<file path="src/common/isa_pkg.sv">
`default_nettype none

package isa_pkg;

        localparam int INST_WIDTH      = 16;
        localparam int BUF_ID_WIDTH    = 2;
        localparam int MEM_LOC_WIDTH   = 10;
        // Opcode takes the top bits above buffer id and location
        localparam int OPCODE_WIDTH    = INST_WIDTH - BUF_ID_WIDTH - MEM_LOC_WIDTH;

        localparam int PROG_DEPTH      = 1024;
        localparam int PROG_ADDR_WIDTH = 10;

        typedef enum logic [OPCODE_WIDTH-1:0] {
                OP_END      = 4'b0000,
                OP_LD       = 4'b0010,
                OP_ST       = 4'b0011,
                OP_GEMM     = 4'b0100,
                OP_DRAINSYS = 4'b0101
        } op_e;

        localparam logic [BUF_ID_WIDTH-1:0] BUF_LEFT = 2'd0;
        localparam logic [BUF_ID_WIDTH-1:0] BUF_TOP  = 2'd1;

        // Opcode kept as raw bits so unknown values pass through the queue
        typedef struct packed {
                logic [OPCODE_WIDTH-1:0]  opcode;
                logic [BUF_ID_WIDTH-1:0]  buf_id;
                logic [MEM_LOC_WIDTH-1:0] mem_loc;
        } inst_t;

endpackage

`default_nettype wire

</file>
<file path="src/logic/inst_fifo.sv">
`timescale 1ns/1ps
`default_nettype none

module inst_fifo
        import isa_pkg::*;
#(
        parameter int DEPTH = 4
)(
        input  logic  clk,
        input  logic  rst_n,
        input  logic  i_push,
        input  inst_t i_push_data,
        input  logic  i_pop,
        output inst_t o_head,
        output logic  o_full,
        output logic  o_empty
);

        inst_t                      entries [DEPTH];
        logic [$clog2(DEPTH)-1:0]   wr_ptr;
        logic [$clog2(DEPTH)-1:0]   rd_ptr;
        logic [$clog2(DEPTH+1)-1:0] count;

        assign o_head  = entries[rd_ptr];
        assign o_full  = (count == ($clog2(DEPTH+1))'(DEPTH));
        assign o_empty = (count == '0);

        always_ff @(posedge clk)
        begin
                if (i_push)
                        entries[wr_ptr] <= i_push_data;
        end

        always_ff @(posedge clk or negedge rst_n)
        begin
                if (!rst_n)
                begin
                        wr_ptr <= '0;
                        rd_ptr <= '0;
                        count  <= '0;
                end
                else
                begin
                        if (i_push)
                                wr_ptr <= wr_ptr + 1'b1;
                        if (i_pop)
                                rd_ptr <= rd_ptr + 1'b1;
                        if (i_push && !i_pop)
                                count <= count + 1'b1;
                        else if (i_pop && !i_push)
                                count <= count - 1'b1;
                end
        end

        a_no_overflow: assert property (@(posedge clk) disable iff (!rst_n)
                i_push |-> !o_full);
        a_no_underflow: assert property (@(posedge clk) disable iff (!rst_n)
                i_pop |-> !o_empty);

endmodule

`default_nettype wire

</file>
<file path="config.mk">
export PLATFORM = sky130hd
export DESIGN_NAME = inst_fifo
export DESIGN_NICKNAME = d
export VERILOG_FILES = /design/src/common/isa_pkg.sv /design/src/logic/inst_fifo.sv
export SDC_FILE = /design/constraint.sdc
export NUM_CORES = 1
export LEC_CHECK = 0
export BUFFER_PORTS_ARGS = -buffer_cell sky130_fd_sc_hd__buf_2
export CORE_UTILIZATION = 56
export DETAILED_ROUTE_END_ITERATION = 6
export GPL_ROUTABILITY_DRIVEN = 0
export GPL_TIMING_DRIVEN = 1
export PLACE_DENSITY = 0.78
export SLEW_MARGIN = 20
export SYNTH_ARGS = -nofsm -noshare
export SYNTH_HDL_FRONTEND = slang
export SYNTH_SLANG_ARGS = --single-unit
</file>
<file path="constraint.sdc">
create_clock -name clk -period 1.6 [get_ports clk]
set_input_delay 0.16 -clock clk [delete_from_list [all_inputs] [get_ports clk]]
set_output_delay 0.16 -clock clk [all_outputs]
set_load 0.005 [all_outputs]
</file>
==> results by group <==
Min path
  – WHS Path Cells: 1
  – Hold endpoint: entries[0][2]
  – Hold path start: i_push_data[2]
  – Hold Crit Class: primary input to flip-flop

STA
  – Clock Skews: 0.00697 ns
  – Final worst slack: -0.180 ns
  – Slew margin rel.: 83.8%
  – Final Max Tran Viols: 0
  – Hold Fails Final Rpt: 0
  – Fin Hold WS: 0.0406 ns
  – Final setup viols: 16
  – Worst-Margin Slew: 0.243 ns
  – Tmin final: 1.78 ns
  – RSZ-0062 raised after global routing: yes
  – Final Cycle Share: 111%
  – Highest clock rate: 0.562 GHz

Final layout
  – Footprint of the multi-input gates: 561 um^2
  – # diodes: 0
  – P&R area growth vs syn: 22.3%
  – Number of fill cells: 302
  – Nets: 200
  – FF+latch area: 2100 um^2
  – Util after Layout: 71.0%
  – Layout cells sized above 1: 45.8%

Clock network
  – CTS tree: done
  – H-tree Lvls: 3
  – # clock sinks: 71
  – Worst-Skew Late Latency: 0.33 ns
  – Clock Pin Slew Worst Setup and Hold Paths: 0.08 ns
  – Maximum clock path buffer count: 2
  – Root Driver: clkbuf_8
  – CTS Buf Count: 9

Synthesis
  – Synth Flop Type: edfxtp_1
  – Cell Area, Synth: 2740 um^2
  – Async set-reset flop share out of synthesis: 9.86%
  – Sequential fraction of the synthesis area: 76.4%
  – Cell variety after synth: 19
  – Synthesized area per cell: 23.3 um^2
  – Number of synthesized flops with an enable pin: 64
  – Mapped Nets: 144
  – Syn. warnings: 0
  – Post-Synthesis Cells: 118
  – FF+latch count, synth: 71

Setup path
  – R2R setup slack: 0.16 ns
  – Worst setup path category: flip-flop to primary output
  – Crit path arrival time: 1.62 ns
  – Critical path data required time: 1.44 ns
  – Worst setup SP type: flip-flop
  – CP Capture Type: primary output
  – Reg2Reg Launch Point: count[0]
  – R2R cell count: 4
  – Reg2Reg Capture Point: count[2]
  – Crit path max fanout: 7

Route
  – Routed wire length: 4570 um
  – DRT iter0 DRCs: 75
  – Vias: 1335
  – First-pass iteration count of the detailed router: 4
  – DRC viols: 0
  – Antenna viol nets, final: 0
  – Wire per inst: 18.6 um
  – Vias/cell: 5.43

Global route
  – Largest net degree at the start of global routing: 17
  – Total gr overflow: 0
  – GRT Total Usage: 19.7%
  – Vias in the first global route: 1415
  – Initial antenna violation count: 0
  – First-pass GRT wire length: 7030 um

Floorplanning
  – Die Wd: 72 um
  – Core Box Area: 4720 um^2
  – Die Ht: 72 um
  – Die area: 5180 um^2
  – Row cnt: 25
  – IO Pins: 38
  – Initial core utilization: 58.1%

Placed design
  – Dpl ws: 0.117 ns
  – Hpwl dp: 3000 um
  – Input/output buffers: 37

Pwr
  – Pwr Density: 1840 nW/um^2
  – Peak VDD IR: 1.08 mV
  – P_leak: 0.00123 uW

Outcome
  – Violated checks: negative setup slack
  – Status: finished with violations

Flow run
  – MaxCap Viol Count: 0
==> critical path, stage by stage, from the launching register on <==
cell and delay (ns):
dfrtp_2 0.46, buf_8 0.16, mux4_2 0.52, buf_2 0.15
==> metrics by stage <==
step	power, uW	cells	setup TNS [ns]	instance area (um^2)
finish	6160	246	-2.38	3350
global route	6470	246	-3.30	3350
CTS	6080	245	-2.84	3350
detailed placement	4360	227	0	3090
global placement	4250	227	0	3090
floorplan	3640	118	0	2740
==> sequential cells by signal, indices dropped and copies added, names as in the netlist <==
signal,cells
count,3
wr_ptr,2
entries,64
rd_ptr,2
==> synth_stat cells, types with 2 or more instances <==
cell type / n / area [um^2]
mux4_2: 8 / 180
xnor2_1: 2 / 17.5
xor2_1: 4 / 35.0
nand2_1: 2 / 7.51
inv_1: 4 / 15.0
ha_1: 5 / 62.6
edfxtp_1: 64 / 1920
and2_1: 4 / 25.0
dfrtp_1: 7 / 175
buf_2: 2 / 10.0
mux4_1: 8 / 210
==> report_power, final <==
group | internal, uW | switching [uW] | leakage [uW]
Sequential | 2450 | 192 | 0.000669
Clock | 1040 | 659 | 0.000120
Combinational | 1030 | 779 | 0.000444
Total | 4530 | 1630 | 0.00123
==> cells in the final DEF (no fill, tap or decap), drive strengths merged <==
| master | instances |
|---|---|
| clkbuf | 10 |
| o21ai | 1 |
| bufinv | 3 |
| dfrtp | 7 |
| nor3b | 1 |
| and2 | 4 |
| nor2 | 1 |
| buf | 47 |
| ha | 5 |
| clkinvlp | 1 |
| inv | 5 |
| mux2 | 1 |
| xor2 | 4 |
| clkinv | 2 |
| xnor2 | 2 |
| edfxtp | 64 |
| fa | 1 |
| dlygate4sd3 | 1 |
| nor3 | 1 |
| mux4 | 16 |
| nand2 | 2 |
==> logic make-up (layout without fill, tap and decap cells) <==
logic type / after synthesis / count (layout) / share of synthesized area [%]
and+or+nand+nor: 9 / 9 / 1.78
adders and majority gates: 6 / 6 / 3.01
buffers and inverters: 8 / 69 / 2.05
muxes: 17 / 17 / 14.6
xor gates and xnor gates: 6 / 6 / 1.92
AOI/OAI and AO/OA: 1 / 1 / 0.182
DFF: 71 / 71 / 76.4
==> cell type report <==
type	instances	area share, %
sequential	71	62.6
multi-input combinational	39	16.7
timing repair buffer	49	10.5
clock buffer	9	3.69
clock inverter	7	3.58
tap	67	2.50
inverter	4	0.448
==> metal layers <==
metal / share of wire, % / vias up / track usage (%) / wire length (um)
met5: 0 / - / 0 / 0
met4: 1.1 / 0 / 7.19 / 48
met3: 4.6 / 5 / 7.22 / 209
met2: 55 / 33 / 34.0 / 2530
met1: 39 / 709 / 22.9 / 1780
li1: - / 588 / - / -
==> how the worst max path moves through the flow <==
stage,startpoint,end,slack (ns),cells after the start
2_1_floorplan,wr_ptr[0],entries[0][0],0.17,3
3_3_place_gp,rd_ptr[0],o_head[0],0.19,3
3_5_place_dp,i_push,count[2],0.12,7
4_1_cts,rd_ptr[0],o_head[2],-0.21,3
5_1_grt,rd_ptr[0],o_head[7],-0.23,3
6_report,rd_ptr[0],o_head[0],-0.18,3
==> repair_timing <==
| action | in CTS | in global routing |
|---|---|---|
| hold buffers | 1 | 0 |
| setup buffers | 1 | 0 |
| resized for setup | 2 | 9 |
| endpoints found under the hold margin | 7 | 0 |
| setup endpoints to repair | 16 | 16 |
| gates cloned | 0 | 1 |
No activity file was read; power rests on OpenSTA's default activity.
