**src/common/array_pkg.sv**
```systemverilog
`default_nettype none

package array_pkg;

        localparam int NUM_ROW         = 8;
        localparam int NUM_COL         = 8;
        localparam int DATA_WIDTH      = 8;

        localparam int OPND_DEPTH      = 1024;
        localparam int OPND_ADDR_WIDTH = 10;
        localparam int BANK_ADDR_WIDTH = 10;

        // Skewed block needs one row per diagonal
        localparam int LD_STEPS        = NUM_ROW + NUM_COL - 1;

        localparam int GEMM_CYCLES     = 2 * NUM_ROW + NUM_COL;
        localparam int DRAIN_CYCLES    = NUM_ROW + NUM_COL;
        localparam int PHASE_CNT_WIDTH = $clog2(GEMM_CYCLES);

        typedef enum logic [3:0] {
                CTRL_IDLE   = 4'd0,
                CTRL_STEADY = 4'd1,
                CTRL_DRAIN  = 4'd3
        } ctrl_state_e;

endpackage

`default_nettype wire

```
**src/loader/skew_loader.sv**
```systemverilog
`timescale 1ns/1ps
`default_nettype none

module skew_loader
        import array_pkg::*;
(
        input  logic                                    clk,
        input  logic                                    rst_n,
        input  logic                                    i_start,
        input  logic                                    i_buf_top,
        input  logic [OPND_ADDR_WIDTH-1:0]              i_base,
        input  logic [NUM_ROW-1:0][DATA_WIDTH-1:0]      i_rd_data,
        output logic [NUM_ROW-1:0][OPND_ADDR_WIDTH-1:0] o_rd_addr,
        output logic                                    o_done,
        output logic                                    o_left_wr_en,
        output logic [BANK_ADDR_WIDTH-1:0]              o_left_wr_addr,
        output logic [NUM_ROW*DATA_WIDTH-1:0]           o_left_wr_data,
        output logic                                    o_top_wr_en,
        output logic [BANK_ADDR_WIDTH-1:0]              o_top_wr_addr,
        output logic [NUM_COL*DATA_WIDTH-1:0]           o_top_wr_data
);

        logic                               active;
        logic                               buf_top_q;
        logic [OPND_ADDR_WIDTH-1:0]         base_q;
        logic [BANK_ADDR_WIDTH-1:0]         step;
        logic [NUM_ROW-1:0]                 lane_ok;
        logic [BANK_ADDR_WIDTH-1:0]         wr_addr;
        logic [NUM_ROW-1:0][DATA_WIDTH-1:0] wr_data;

        // Lane j lags by j steps; outside its eight-row window it is zero
        always_comb
        begin
                for (int j = 0; j < NUM_ROW; j++)
                begin
                        lane_ok[j]   = (int'(step) >= j) && (int'(step) < j + NUM_ROW);
                        o_rd_addr[j] = base_q + OPND_ADDR_WIDTH'((int'(step) - j) * NUM_ROW + j);
                end
        end

        always_ff @(posedge clk or negedge rst_n)
        begin
                if (!rst_n)
                begin
                        active       <= 1'b0;
                        buf_top_q    <= 1'b0;
                        base_q       <= '0;
                        step         <= '0;
                        o_done       <= 1'b0;
                        o_left_wr_en <= 1'b0;
                        o_top_wr_en  <= 1'b0;
                        wr_addr      <= '0;
                        wr_data      <= '0;
                end
                else
                begin
                        o_left_wr_en <= active && !buf_top_q;
                        o_top_wr_en  <= active && buf_top_q;
                        o_done       <= active && (step == BANK_ADDR_WIDTH'(LD_STEPS - 1));
                        if (active)
                        begin
                                wr_addr <= step;
                                for (int j = 0; j < NUM_ROW; j++)
                                        wr_data[j] <= lane_ok[j] ? i_rd_data[j] : '0;
                                if (step == BANK_ADDR_WIDTH'(LD_STEPS - 1))
                                        active <= 1'b0;
                                step <= step + 1'b1;
                        end
                        else if (i_start)
                        begin
                                active    <= 1'b1;
                                buf_top_q <= i_buf_top;
                                base_q    <= i_base;
                                step      <= '0;
                        end
                end
        end

        assign o_left_wr_addr = wr_addr;
        assign o_left_wr_data = wr_data;
        assign o_top_wr_addr  = wr_addr;
        assign o_top_wr_data  = wr_data;

        a_start_idle: assert property (@(posedge clk) disable iff (!rst_n)
                i_start |-> !active);

endmodule

`default_nettype wire

```
**config.mk**
```make
export PLATFORM = sky130hd
export DESIGN_NAME = skew_loader
export DESIGN_NICKNAME = d
export VERILOG_FILES = /design/src/common/array_pkg.sv /design/src/loader/skew_loader.sv
export SDC_FILE = /design/constraint.sdc
export NUM_CORES = 1
export LEC_CHECK = 0
export BUFFER_PORTS_ARGS = -buffer_cell sky130_fd_sc_hd__buf_2
export CAP_MARGIN = 30
export CORE_UTILIZATION = 44
export CTS_BUF_LIST = sky130_fd_sc_hd__clkbuf_4 sky130_fd_sc_hd__clkbuf_8 sky130_fd_sc_hd__clkbuf_16
export DETAILED_ROUTE_END_ITERATION = 10
export HOLD_SLACK_MARGIN = 0.02
export PLACE_DENSITY = 0.78
export SYNTH_ARGS = -nofsm -noshare
export SYNTH_HDL_FRONTEND = slang
export SYNTH_SLANG_ARGS = --single-unit
```
**constraint.sdc**
```tcl
create_clock -name clk -period 2.76 [get_ports clk]
set_clock_uncertainty 0.2 [all_clocks]
set_input_delay 0.276 -clock clk [delete_from_list [all_inputs] [get_ports clk]]
set_output_delay 0.276 -clock clk [all_outputs]
set_load 0.005 [all_outputs]
```
==> run metrics <==
Commonest cells post-synth sky130_fd_sc_hd__dfrtp_1 (99), sky130_fd_sc_hd__buf_4 (88), sky130_fd_sc_hd__a22o_1 (64), sky130_fd_sc_hd__nand2_1 (63), sky130_fd_sc_hd__ha_1 (61); Final #Nets between 1k and 1.5k; number of antenna violations at the first check in global routing 0; EDFF count, synth 0; CP startpoint kind register; fraction of final layout cells with drive strength greater than 1 about half; Setup WS pre-CTS -0.167 ns; synthesized area divided by synthesized cell count roughly 9.6 um2; reg2reg path depth 7; sum of net half-perimeters after detailed placement 15900 um; site row count between 40 and 50; gr ovfl total 0; Clock transition at path regs about 0.080 ns; Setup Crit Path Kind register to output port; reg-to-reg critical path startpoint step[3]; data arrival time of the worst path around 2.7 ns; Fin. Hold Viols 0; highest cell delay on the worst timing path 0.49 ns; total clock sinks between 90 and 100; Pins Over Slew Limit 0; synthesis-stage register bit count roughly 100; final setup vio count 29; GRT busiest layer met2; slack of the worst reg-to-reg path about 0.27 ns; post-layout minimum cycle time 3.18 ns; last element of the critical path o_rd_addr[28]; unique cell type count in the Yosys netlist 52; number of buffers created by CTS 9; initial core utilization ~46%; Std-Cell Core Area 0.0154 mm2; CTS root buf sky130_fd_sc_hd__clkbuf_16; Leakage Power about 5.6 nW; failing checks setup timing; power density over the cells 1610 mW/mm2; total negative setup slack -6.81 ns; vias per inst ~5.5; Async S/R FF share, synth 100%; Worst Setup Slack, final -0.418 ns; final wirelength approximately 26000 um; CTS tree built; IR Drop Worst-Case VDD 0.861 mV; post-route antenna net violation count 0; dominant cell by count in the synthesized netlist sky130_fd_sc_hd__dfrtp_1; maximum count of clock buffers along a single path 2; area growth from synthesis to layout 55.1%; critical path data required time approximately 2.3 ns; Fmax achieved around 310 MHz; Register Area about 0.0025 mm2; cell taking the most area after synthesis sky130_fd_sc_hd__dfrtp_1; Die Footprint ~0.017 mm2; maximum fanout along the worst path 6; sequential-to-total area share from yosys stat between 30% and 40%; Detailed Route Iter0 Violations roughly 460; first-pass GRT wire length around 36000 um; area of the multi-input gates around 0.0045 mm2; nature of the critical path endpoint output port; worst r2r dst o_left_wr_data[20]; total of fill cells in the finished design about 1.0k; post-synthesis cell count 733; height of the die about 130 um; routing usage on met1 a little over a third; hold-critical path depth 1; H-tree lvl count 3; RD Place Congestion between 0.8 and 0.9; CP Cell Sequence inv_4 > ha_2 > buf_4 > xor2_1 > ha_1 > buf_4 > nor3_2 > nor2_1 > o41a_1 > xor2_1 > buf_2; slowest library cell on the worst path sky130_fd_sc_hd__dfrtp_2; post-detailed-route wirelength per cell roughly 20 um; maximum number of pins on one net before global-route repair 53; Yosys warnings 0; vias in the first global route between 7k and 8k; run status finished, violations left; horizontal extent of the die around 130 um; Remaining DRCs 0; pin slew with the least headroom to its limit about 1.0 ns; number of top-level pins approximately 310; met2 Usage GRT just under 50%; insertion delay of the later-clocked pin in the worst-skew pair ~0.36 ns; number of nets produced by synthesis roughly 880; number of search-and-repair iterations in the first detailed-routing pass 6; final clock period utilization by the worst path 115%; input/output buffers 308; Post-Syn Area between 0.007 and 0.008 mm2; most common flop cell mapped by yosys sky130_fd_sc_hd__dfrtp_1; max capacitance violation total 0; routed vias about 7.4k; setup repair after global routing missed its margin yes; area share of the leading cell type in the synthesized netlist a little over a third; GRT Resource Usage Total about 28%; worst setup path start step[1]; met3 capacity usage during global routing 5.32%; most area-consuming cells after synthesis sky130_fd_sc_hd__dfrtp_1 (35%), sky130_fd_sc_hd__ha_1 (11%), sky130_fd_sc_hd__buf_4 (9.3%); Hold WC Path Type register to register; headroom to the max-slew limit approximately a third
==> per-stage QoR <==
step / utilization (%) / power (mW) / area [um2] / hold WS (ns) / instances
after CTS: 68.0 / 15.6 / 10500 / 0.252 / 1337
after detailed placement: 57.0 / 12.5 / 8800 / 0.145 / 1220
after global placement: 57.0 / 12.3 / 8800 / 0.138 / 1220
after global routing: 71.1 / 18.5 / 11000 / 0.284 / 1345
after floorplan: - / 8.19 / 7120 / -0.220 / 733
final: 71.1 / 17.6 / 11000 / 0.258 / 1346
==> layout by cell type, fill, tap and decap left out, types with 7 or more instances in the layout <==
cell type | netlist | routed
sky130_fd_sc_hd__a21oi_1 | 36 | 17
sky130_fd_sc_hd__a21oi_2 | 0 | 12
sky130_fd_sc_hd__a21oi_4 | 0 | 7
sky130_fd_sc_hd__a22o_1 | 64 | 64
sky130_fd_sc_hd__buf_2 | 4 | 307
sky130_fd_sc_hd__buf_4 | 88 | 97
sky130_fd_sc_hd__buf_6 | 1 | 17
sky130_fd_sc_hd__clkbuf_16 | 0 | 9
sky130_fd_sc_hd__dfrtp_1 | 99 | 94
sky130_fd_sc_hd__dlygate4sd3_1 | 0 | 77
sky130_fd_sc_hd__ha_1 | 61 | 34
sky130_fd_sc_hd__ha_2 | 0 | 8
sky130_fd_sc_hd__ha_4 | 0 | 19
sky130_fd_sc_hd__inv_1 | 34 | 27
sky130_fd_sc_hd__mux2_2 | 9 | 9
sky130_fd_sc_hd__nand2_1 | 63 | 59
sky130_fd_sc_hd__nand3_1 | 7 | 7
sky130_fd_sc_hd__nor2_1 | 29 | 23
sky130_fd_sc_hd__o21ai_0 | 31 | 18
sky130_fd_sc_hd__o21ai_2 | 0 | 9
sky130_fd_sc_hd__xnor2_1 | 53 | 39
sky130_fd_sc_hd__xnor2_2 | 0 | 13
sky130_fd_sc_hd__xor2_1 | 25 | 23
==> flip-flops by register name, summed over array words and instances, names as in the netlist <==
name	count
o_left_wr_data	64
base_q	10
o_left_wr_addr	10
step	10
active	1
buf_top_q	1
o_done	1
o_left_wr_en	1
o_top_wr_en	1
==> power breakdown <==
group	switching [mW]	internal [mW]
clock network	0.625	0.727
registers	0.415	1.73
logic	7.16	6.95
==> layout make-up <==
| type | count | area share [%] |
|---|---|---|
| sequential | 99 | 22.6 |
| tap | 211 | 2.41 |
| multi-input combinational | 482 | 40.7 |
| clock buffer | 9 | 2.05 |
| timing repair buffer | 501 | 30.0 |
| clock inverter | 7 | 0.844 |
| antenna | 1 | 0.0228 |
| inverter | 36 | 1.35 |
==> worst max-delay path: cells and delay by family, from the launching register on <==
kind                       cells  cell delay [ns]
AOI/OAI and AO/OA              1             0.21
xor gates and xnor gates       2             0.34
adders and majority gates      2             0.53
buffers and inverters          4             0.56
DFF                            1             0.49
and+or+nand+nor                2             0.19
==> kinds of logic after synthesis <==
| kind of cell | count (synthesis) | synth area share, % |
|---|---|---|
| compound gates | 189 | 19.6 |
| mux | 12 | 1.86 |
| buf+inv | 152 | 12.9 |
| simple gates | 138 | 9.02 |
| xor+xnor | 78 | 9.66 |
| fa+ha+maj | 65 | 11.9 |
| flops | 99 | 35.0 |
==> metal layers <==
layer	up-vias	share of wire [%]
li1	3275	-
met1	3592	38
met2	427	50
met3	110	7.8
met4	0	4.3
met5	-	0
==> worst min path at each step <==
stage,startpoint,slack (ns),to
final,buf_top_q,0.26,o_left_wr_en
after global routing,buf_top_q,0.28,o_left_wr_en
after CTS,buf_top_q,0.25,o_left_wr_en
after detailed placement,rst_n,0.15,o_left_wr_en
after global placement,rst_n,0.14,o_left_wr_en
after floorplan,rst_n,-0.22,active
==> timing repair <==
item | 4_1_cts | 5_1_grt
buffers inserted | 27 | 12
pin swaps | 44 | 40
endpoints found under the hold margin | 123 | 0
endpoints found under the setup margin | 31 | 37
hold buffers | 77 | 0
resized for setup | 100 | 83
No activity file was read; power rests on OpenSTA's default activity.
