<file path="src/common/array_pkg.sv">
`default_nettype none

package array_pkg;

        localparam int NUM_ROW         = 8;
        localparam int NUM_COL         = 8;
        localparam int DATA_WIDTH      = 8;

        localparam int OPND_DEPTH      = 1024;
        localparam int OPND_ADDR_WIDTH = 10;
        localparam int BANK_ADDR_WIDTH = 10;

        // Skewed block needs one row per diagonal
        localparam int LD_STEPS        = NUM_ROW + NUM_COL - 1;

        localparam int GEMM_CYCLES     = 2 * NUM_ROW + NUM_COL;
        localparam int DRAIN_CYCLES    = NUM_ROW + NUM_COL;
        localparam int PHASE_CNT_WIDTH = $clog2(GEMM_CYCLES);

        typedef enum logic [3:0] {
                CTRL_IDLE   = 4'd0,
                CTRL_STEADY = 4'd1,
                CTRL_DRAIN  = 4'd3
        } ctrl_state_e;

endpackage

`default_nettype wire

</file>
<file path="src/common/isa_pkg.sv">
`default_nettype none

package isa_pkg;

        localparam int INST_WIDTH      = 16;
        localparam int BUF_ID_WIDTH    = 2;
        localparam int MEM_LOC_WIDTH   = 10;
        // Opcode takes the top bits above buffer id and location
        localparam int OPCODE_WIDTH    = INST_WIDTH - BUF_ID_WIDTH - MEM_LOC_WIDTH;

        localparam int PROG_DEPTH      = 1024;
        localparam int PROG_ADDR_WIDTH = 10;

        typedef enum logic [OPCODE_WIDTH-1:0] {
                OP_END      = 4'b0000,
                OP_LD       = 4'b0010,
                OP_ST       = 4'b0011,
                OP_GEMM     = 4'b0100,
                OP_DRAINSYS = 4'b0101
        } op_e;

        localparam logic [BUF_ID_WIDTH-1:0] BUF_LEFT = 2'd0;
        localparam logic [BUF_ID_WIDTH-1:0] BUF_TOP  = 2'd1;

        // Opcode kept as raw bits so unknown values pass through the queue
        typedef struct packed {
                logic [OPCODE_WIDTH-1:0]  opcode;
                logic [BUF_ID_WIDTH-1:0]  buf_id;
                logic [MEM_LOC_WIDTH-1:0] mem_loc;
        } inst_t;

endpackage

`default_nettype wire

</file>
<file path="src/logic/inst_executor.sv">
`timescale 1ns/1ps
`default_nettype none

module inst_executor
        import isa_pkg::*, array_pkg::*;
(
        input  logic                       clk,
        input  logic                       rst_n,
        input  logic                       i_start,
        input  inst_t                      i_head,
        input  logic                       i_empty,
        input  logic                       i_ld_done,
        output logic                       o_pop,
        output logic                       o_ld_start,
        output logic                       o_ld_buf_top,
        output logic [OPND_ADDR_WIDTH-1:0] o_ld_base,
        output ctrl_state_e                o_ctrl_state,
        output logic                       o_busy,
        output logic                       o_done
);

        typedef enum logic [1:0] {S_IDLE, S_WAIT_LD, S_PHASE} exec_state_e;

        exec_state_e                state;
        logic [PHASE_CNT_WIDTH-1:0] phase_cnt;
        logic                       is_ld;

        // LD to a buffer other than left or top is skipped
        assign is_ld = (i_head.opcode == OP_LD) &&
                       (i_head.buf_id == BUF_LEFT || i_head.buf_id == BUF_TOP);

        assign o_pop        = o_busy && (state == S_IDLE) && !i_empty;
        assign o_ld_start   = o_pop && is_ld;
        assign o_ld_buf_top = (i_head.buf_id == BUF_TOP);
        assign o_ld_base    = i_head.mem_loc;

        always_ff @(posedge clk or negedge rst_n)
        begin
                if (!rst_n)
                begin
                        state        <= S_IDLE;
                        phase_cnt    <= '0;
                        o_ctrl_state <= CTRL_IDLE;
                        o_busy       <= 1'b0;
                        o_done       <= 1'b0;
                end
                else
                begin
                        o_done <= 1'b0;
                        if (i_start && !o_busy)
                                o_busy <= 1'b1;
                        case (state)
                                S_IDLE:
                                begin
                                        if (o_pop)
                                        begin
                                                case (i_head.opcode)
                                                        OP_LD:
                                                        begin
                                                                if (is_ld)
                                                                        state <= S_WAIT_LD;
                                                        end
                                                        OP_GEMM:
                                                        begin
                                                                o_ctrl_state <= CTRL_STEADY;
                                                                phase_cnt    <= PHASE_CNT_WIDTH'(
                                                                        GEMM_CYCLES - 1);
                                                                state        <= S_PHASE;
                                                        end
                                                        OP_DRAINSYS:
                                                        begin
                                                                o_ctrl_state <= CTRL_DRAIN;
                                                                phase_cnt    <= PHASE_CNT_WIDTH'(
                                                                        DRAIN_CYCLES - 1);
                                                                state        <= S_PHASE;
                                                        end
                                                        OP_END:
                                                        begin
                                                                o_busy <= 1'b0;
                                                                o_done <= 1'b1;
                                                        end
                                                        default:
                                                        begin
                                                                state <= S_IDLE;
                                                        end
                                                endcase
                                        end
                                end
                                S_WAIT_LD:
                                begin
                                        if (i_ld_done)
                                                state <= S_IDLE;
                                end
                                S_PHASE:
                                begin
                                        if (phase_cnt == '0)
                                                state <= S_IDLE;
                                        else
                                                phase_cnt <= phase_cnt - 1'b1;
                                end
                                default:
                                begin
                                        state <= S_IDLE;
                                end
                        endcase
                end
        end

        // Loader completion only arrives while a load is outstanding
        a_done_in_wait: assert property (@(posedge clk) disable iff (!rst_n)
                i_ld_done |-> (state == S_WAIT_LD));

endmodule

`default_nettype wire

</file>
<file path="config.mk">
export PLATFORM = sky130hd
export DESIGN_NAME = inst_executor
export DESIGN_NICKNAME = d
export VERILOG_FILES = /design/src/common/array_pkg.sv /design/src/common/isa_pkg.sv /design/src/logic/inst_executor.sv
export SDC_FILE = /design/constraint.sdc
export NUM_CORES = 1
export LEC_CHECK = 0
export ABC_AREA = 0
export BUFFER_PORTS_ARGS = -buffer_cell sky130_fd_sc_hd__buf_2
export CAP_MARGIN = 5
export CORE_UTILIZATION = 37
export CTS_BUF_LIST = sky130_fd_sc_hd__clkbuf_4 sky130_fd_sc_hd__clkbuf_8 sky130_fd_sc_hd__clkbuf_16
export CTS_CLUSTER_SIZE = 28
export DETAILED_ROUTE_END_ITERATION = 12
export GPL_ROUTABILITY_DRIVEN = 0
export GPL_TIMING_DRIVEN = 0
export PLACE_DENSITY = 0.84
export REMOVE_ABC_BUFFERS = 1
export SKIP_CTS_REPAIR_TIMING = 1
export SYNTH_ARGS = -nofsm -noshare
export SYNTH_HDL_FRONTEND = slang
export SYNTH_SLANG_ARGS = --single-unit
</file>
<file path="constraint.sdc">
create_clock -name clk -period 1.35 [get_ports clk]
set_input_delay 0.2025 -clock clk [delete_from_list [all_inputs] [get_ports clk]]
set_output_delay 0.2025 -clock clk [all_outputs]
set_load 0.02 [all_outputs]
</file>
==> flow_metrics.env <==
export IMPL_routed_via_density=5.13
export IMPL_drt_pass1_iterations=3
export IMPL_hpwl_um=979
export IMPL_synth_seq_area_share=0.418
export IMPL_start_util=0.417
export IMPL_maxUsedRoutingLayer="met3"
export IMPL_area_delta_synth_final_pct=15.8
export IMPL_critPathMaxStageDelay_ns=0.42
export IMPL_vias=482
export IMPL_synth_cells=63
export IMPL_cts_buffers_inserted=3
export IMPL_ir_drop_mv=0.745
export IMPL_core_rowCount=14
export IMPL_wl_met2_um=643
export IMPL_core_area_sq_um=1580
export IMPL_min_period_ns=1.78
export IMPL_hp_class="in -> reg"
export IMPL_dieHeight_um=44.2
export IMPL_synth_main_ff_cell="dfrtp_1"
export IMPL_ys_warn_count=0
export IMPL_syn_area_per_cell_sq_um=10.4
export IMPL_status="finished, violations left"
export IMPL_ys_async_sr_fraction=1.00
export IMPL_maxCapViolCount=0
export IMPL_fmax_mhz=563
export IMPL_grt_pass1_wl_um=2050
export IMPL_fill_cells=149
export IMPL_clock_skew_ns=0.00521
export IMPL_crit_path_start_kind="flop"
export IMPL_portBuffers=17
export IMPL_worstSkewPairLatency_ns=0.27
export IMPL_grt_pass1_vias=474
export IMPL_crit_arrival_ns=1.57
export IMPL_postRouteWirelength_um=1330
export IMPL_synth_cell_types=27
export IMPL_cp_slowest_cell="dfrtp_1"
export IMPL_crit_buf_inv=1
export IMPL_final_layout_size_suffix_gt1_frac=0.474
export IMPL_p_leak_nw=0.385
export IMPL_rsz0062_at_grt="yes"
export IMPL_fin_nets=101
export IMPL_synth_top_area_frac=0.418
export IMPL_cts_buffer_depth=2
export IMPL_io_pins=40
export IMPL_min_period_over_period=1.32
export IMPL_cp_common_cell="nor4b_4"
export IMPL_grt_remaining_overflow=0
export IMPL_fin_ws_ns=-0.426
export IMPL_yosys_register_bits=11
export IMPL_dpl_worst_slack_ns=-0.248
export IMPL_power_density_nw_per_um2=1590
export IMPL_cts_sinks=11
export IMPL_path_class="reg -> out"
export IMPL_die_x_um=44.2
export IMPL_whs_ns=0.126
export IMPL_yosysMostFrequentCell="buf_4"
export IMPL_cts_root_buf="clkbuf_4"
export IMPL_cts_tree="built"
export IMPL_antenna_found_initial=0
export IMPL_h_tree_depth=1
export IMPL_path_delay_family="simple AND/OR/NAND/NOR gates"
export IMPL_final_antenna_net_count=0
export IMPL_end_kind="primary output"
export IMPL_grt_usage=0.149
export IMPL_met1Wirelength_um=507
export IMPL_cp_cell_sequence="nor4b_4, nand2_2, nor4b_4, buf_4"
export IMPL_worstPathMaxFanout=4
export IMPL_setup_viol=8
export IMPL_netlist_area_sq_um=658
export IMPL_dieArea_sq_um=1950
export IMPL_synth_enable_flop_cells=0
export IMPL_drc=0
export IMPL_drt_initial_drc_count=5
export IMPL_finalMaxSlewViolations=0
export IMPL_cp_required_ns=1.15
export IMPL_antenna_cells=0
export IMPL_met3_wirelength_um=180
export IMPL_fin_cells=94
export IMPL_path_clk_slew_ns=0.07
export IMPL_synth_area_leaders="dfrtp_1, buf_4, nor4b_4"
export IMPL_violations="setup timing"
export IMPL_hold_viol_final=0
export IMPL_wl_per_cell_um=14.1
export IMPL_yosys_top_cells_count="buf_4, dfrtp_1, nor2_1"
export IMPL_synth_top_cell_by_area="dfrtp_1"
export IMPL_grt_max_degree=12
export IMPL_dp_cells=85
power by group:
part	internal, W	switching (W)	leakage [nW]
registers	0.000425	0.0000705	0.127
clock network	0.000135	0.000107	0.0184
logic	0.000220	0.000252	0.240
total	0.000780	0.000430	0.385
cell families (layout without fill, tap and decap cells):
kind of cell,Yosys count,count (layout),share of synthesized area
other,1,2,0.00570
AND/OR/NAND/NOR,22,22,0.262
buffers and inverters,16,30,0.162
multiplexers,1,1,0.0152
adder cells (fa/ha/maj),1,1,0.0190
flip-flops,11,11,0.418
AO/OA/AOI/OAI,11,11,0.118
through the flow:
| step | power, W | util | instance area (sq um) | setup TNS (ns) |
|---|---|---|---|---|
| final | 0.00121 | 0.483 | 762 | -1.07 |
| after global routing | 0.00130 | 0.483 | 762 | -1.67 |
| after CTS | 0.00119 | 0.448 | 707 | -1.04 |
| after detailed placement | 0.000941 | 0.429 | 677 | -0.486 |
| after global placement | 0.000914 | 0.429 | 677 | -0.351 |
| after floorplan | 0.000821 | - | 572 | -1.47 |
worst reg2reg max path, delay by kind of cell, from the launching register on:
kind,cells,cell delay (ns)
AND/OR/NAND/NOR,3,0.62
flip-flops,1,0.42
AO/OA/AOI/OAI,1,0.16
buffers and inverters,1,0.18
metal layers:
metal	vias to the layer above	GRT usage
met4	0	0.0364
li1	234	-
met3	0	0.163
met2	30	0.224
met1	218	0.137
met5	-	0
cells in the final DEF (no fill, tap or decap), types with 2 or more instances in the layout:
master	instances
nand2b_1	2
dfrtp_1	11
buf_4	4
clkbuf_4	4
a21o_1	2
inv_1	3
nor2_1	7
nand4_1	2
conb_1	2
nor4b_4	2
buf_2	16
flip-flops by register name (all words and copies together) (netlist names):
register      flops
o_busy            1
o_ctrl_state      2
state             2
o_done            1
phase_cnt         5
area by class of cell:
cell class	count	area, sq um	area share
clock buffers	4	30.0	0.0394
inverters	4	16.3	0.0213
multi-input cells	37	289	0.379
flip-flops and latches	11	275	0.361
well taps	16	20.0	0.0263
repair buffers	22	131	0.172
path summary, 6_finish.rpt:
| path | start | to | slack (ns) | cells after the start |
|---|---|---|---|---|
| worst max-delay path | state[1]$_DFFE_PN0P_ | o_ld_start | -0.43 | 4 |
| worst min-delay path | i_head[13] | o_done$_DFF_PN0_ | 0.13 | 2 |
| worst max register to register | state[1]$_DFFE_PN0P_ | phase_cnt[1]$_DFFE_PN0P_ | -0.11 | 5 |
| worst min register to register | o_ctrl_state[0]$_DFFE_PN0P_ | o_ctrl_state[0]$_DFFE_PN0P_ | 0.46 | 1 |
| max in group asynchronous | rst_n | phase_cnt[3]$_DFFE_PN0P_ | 0.82 | 2 |
| min in group asynchronous | rst_n | phase_cnt[1]$_DFFE_PN0P_ | 0.33 | 2 |
No activity file was read; power rests on OpenSTA's default activity.
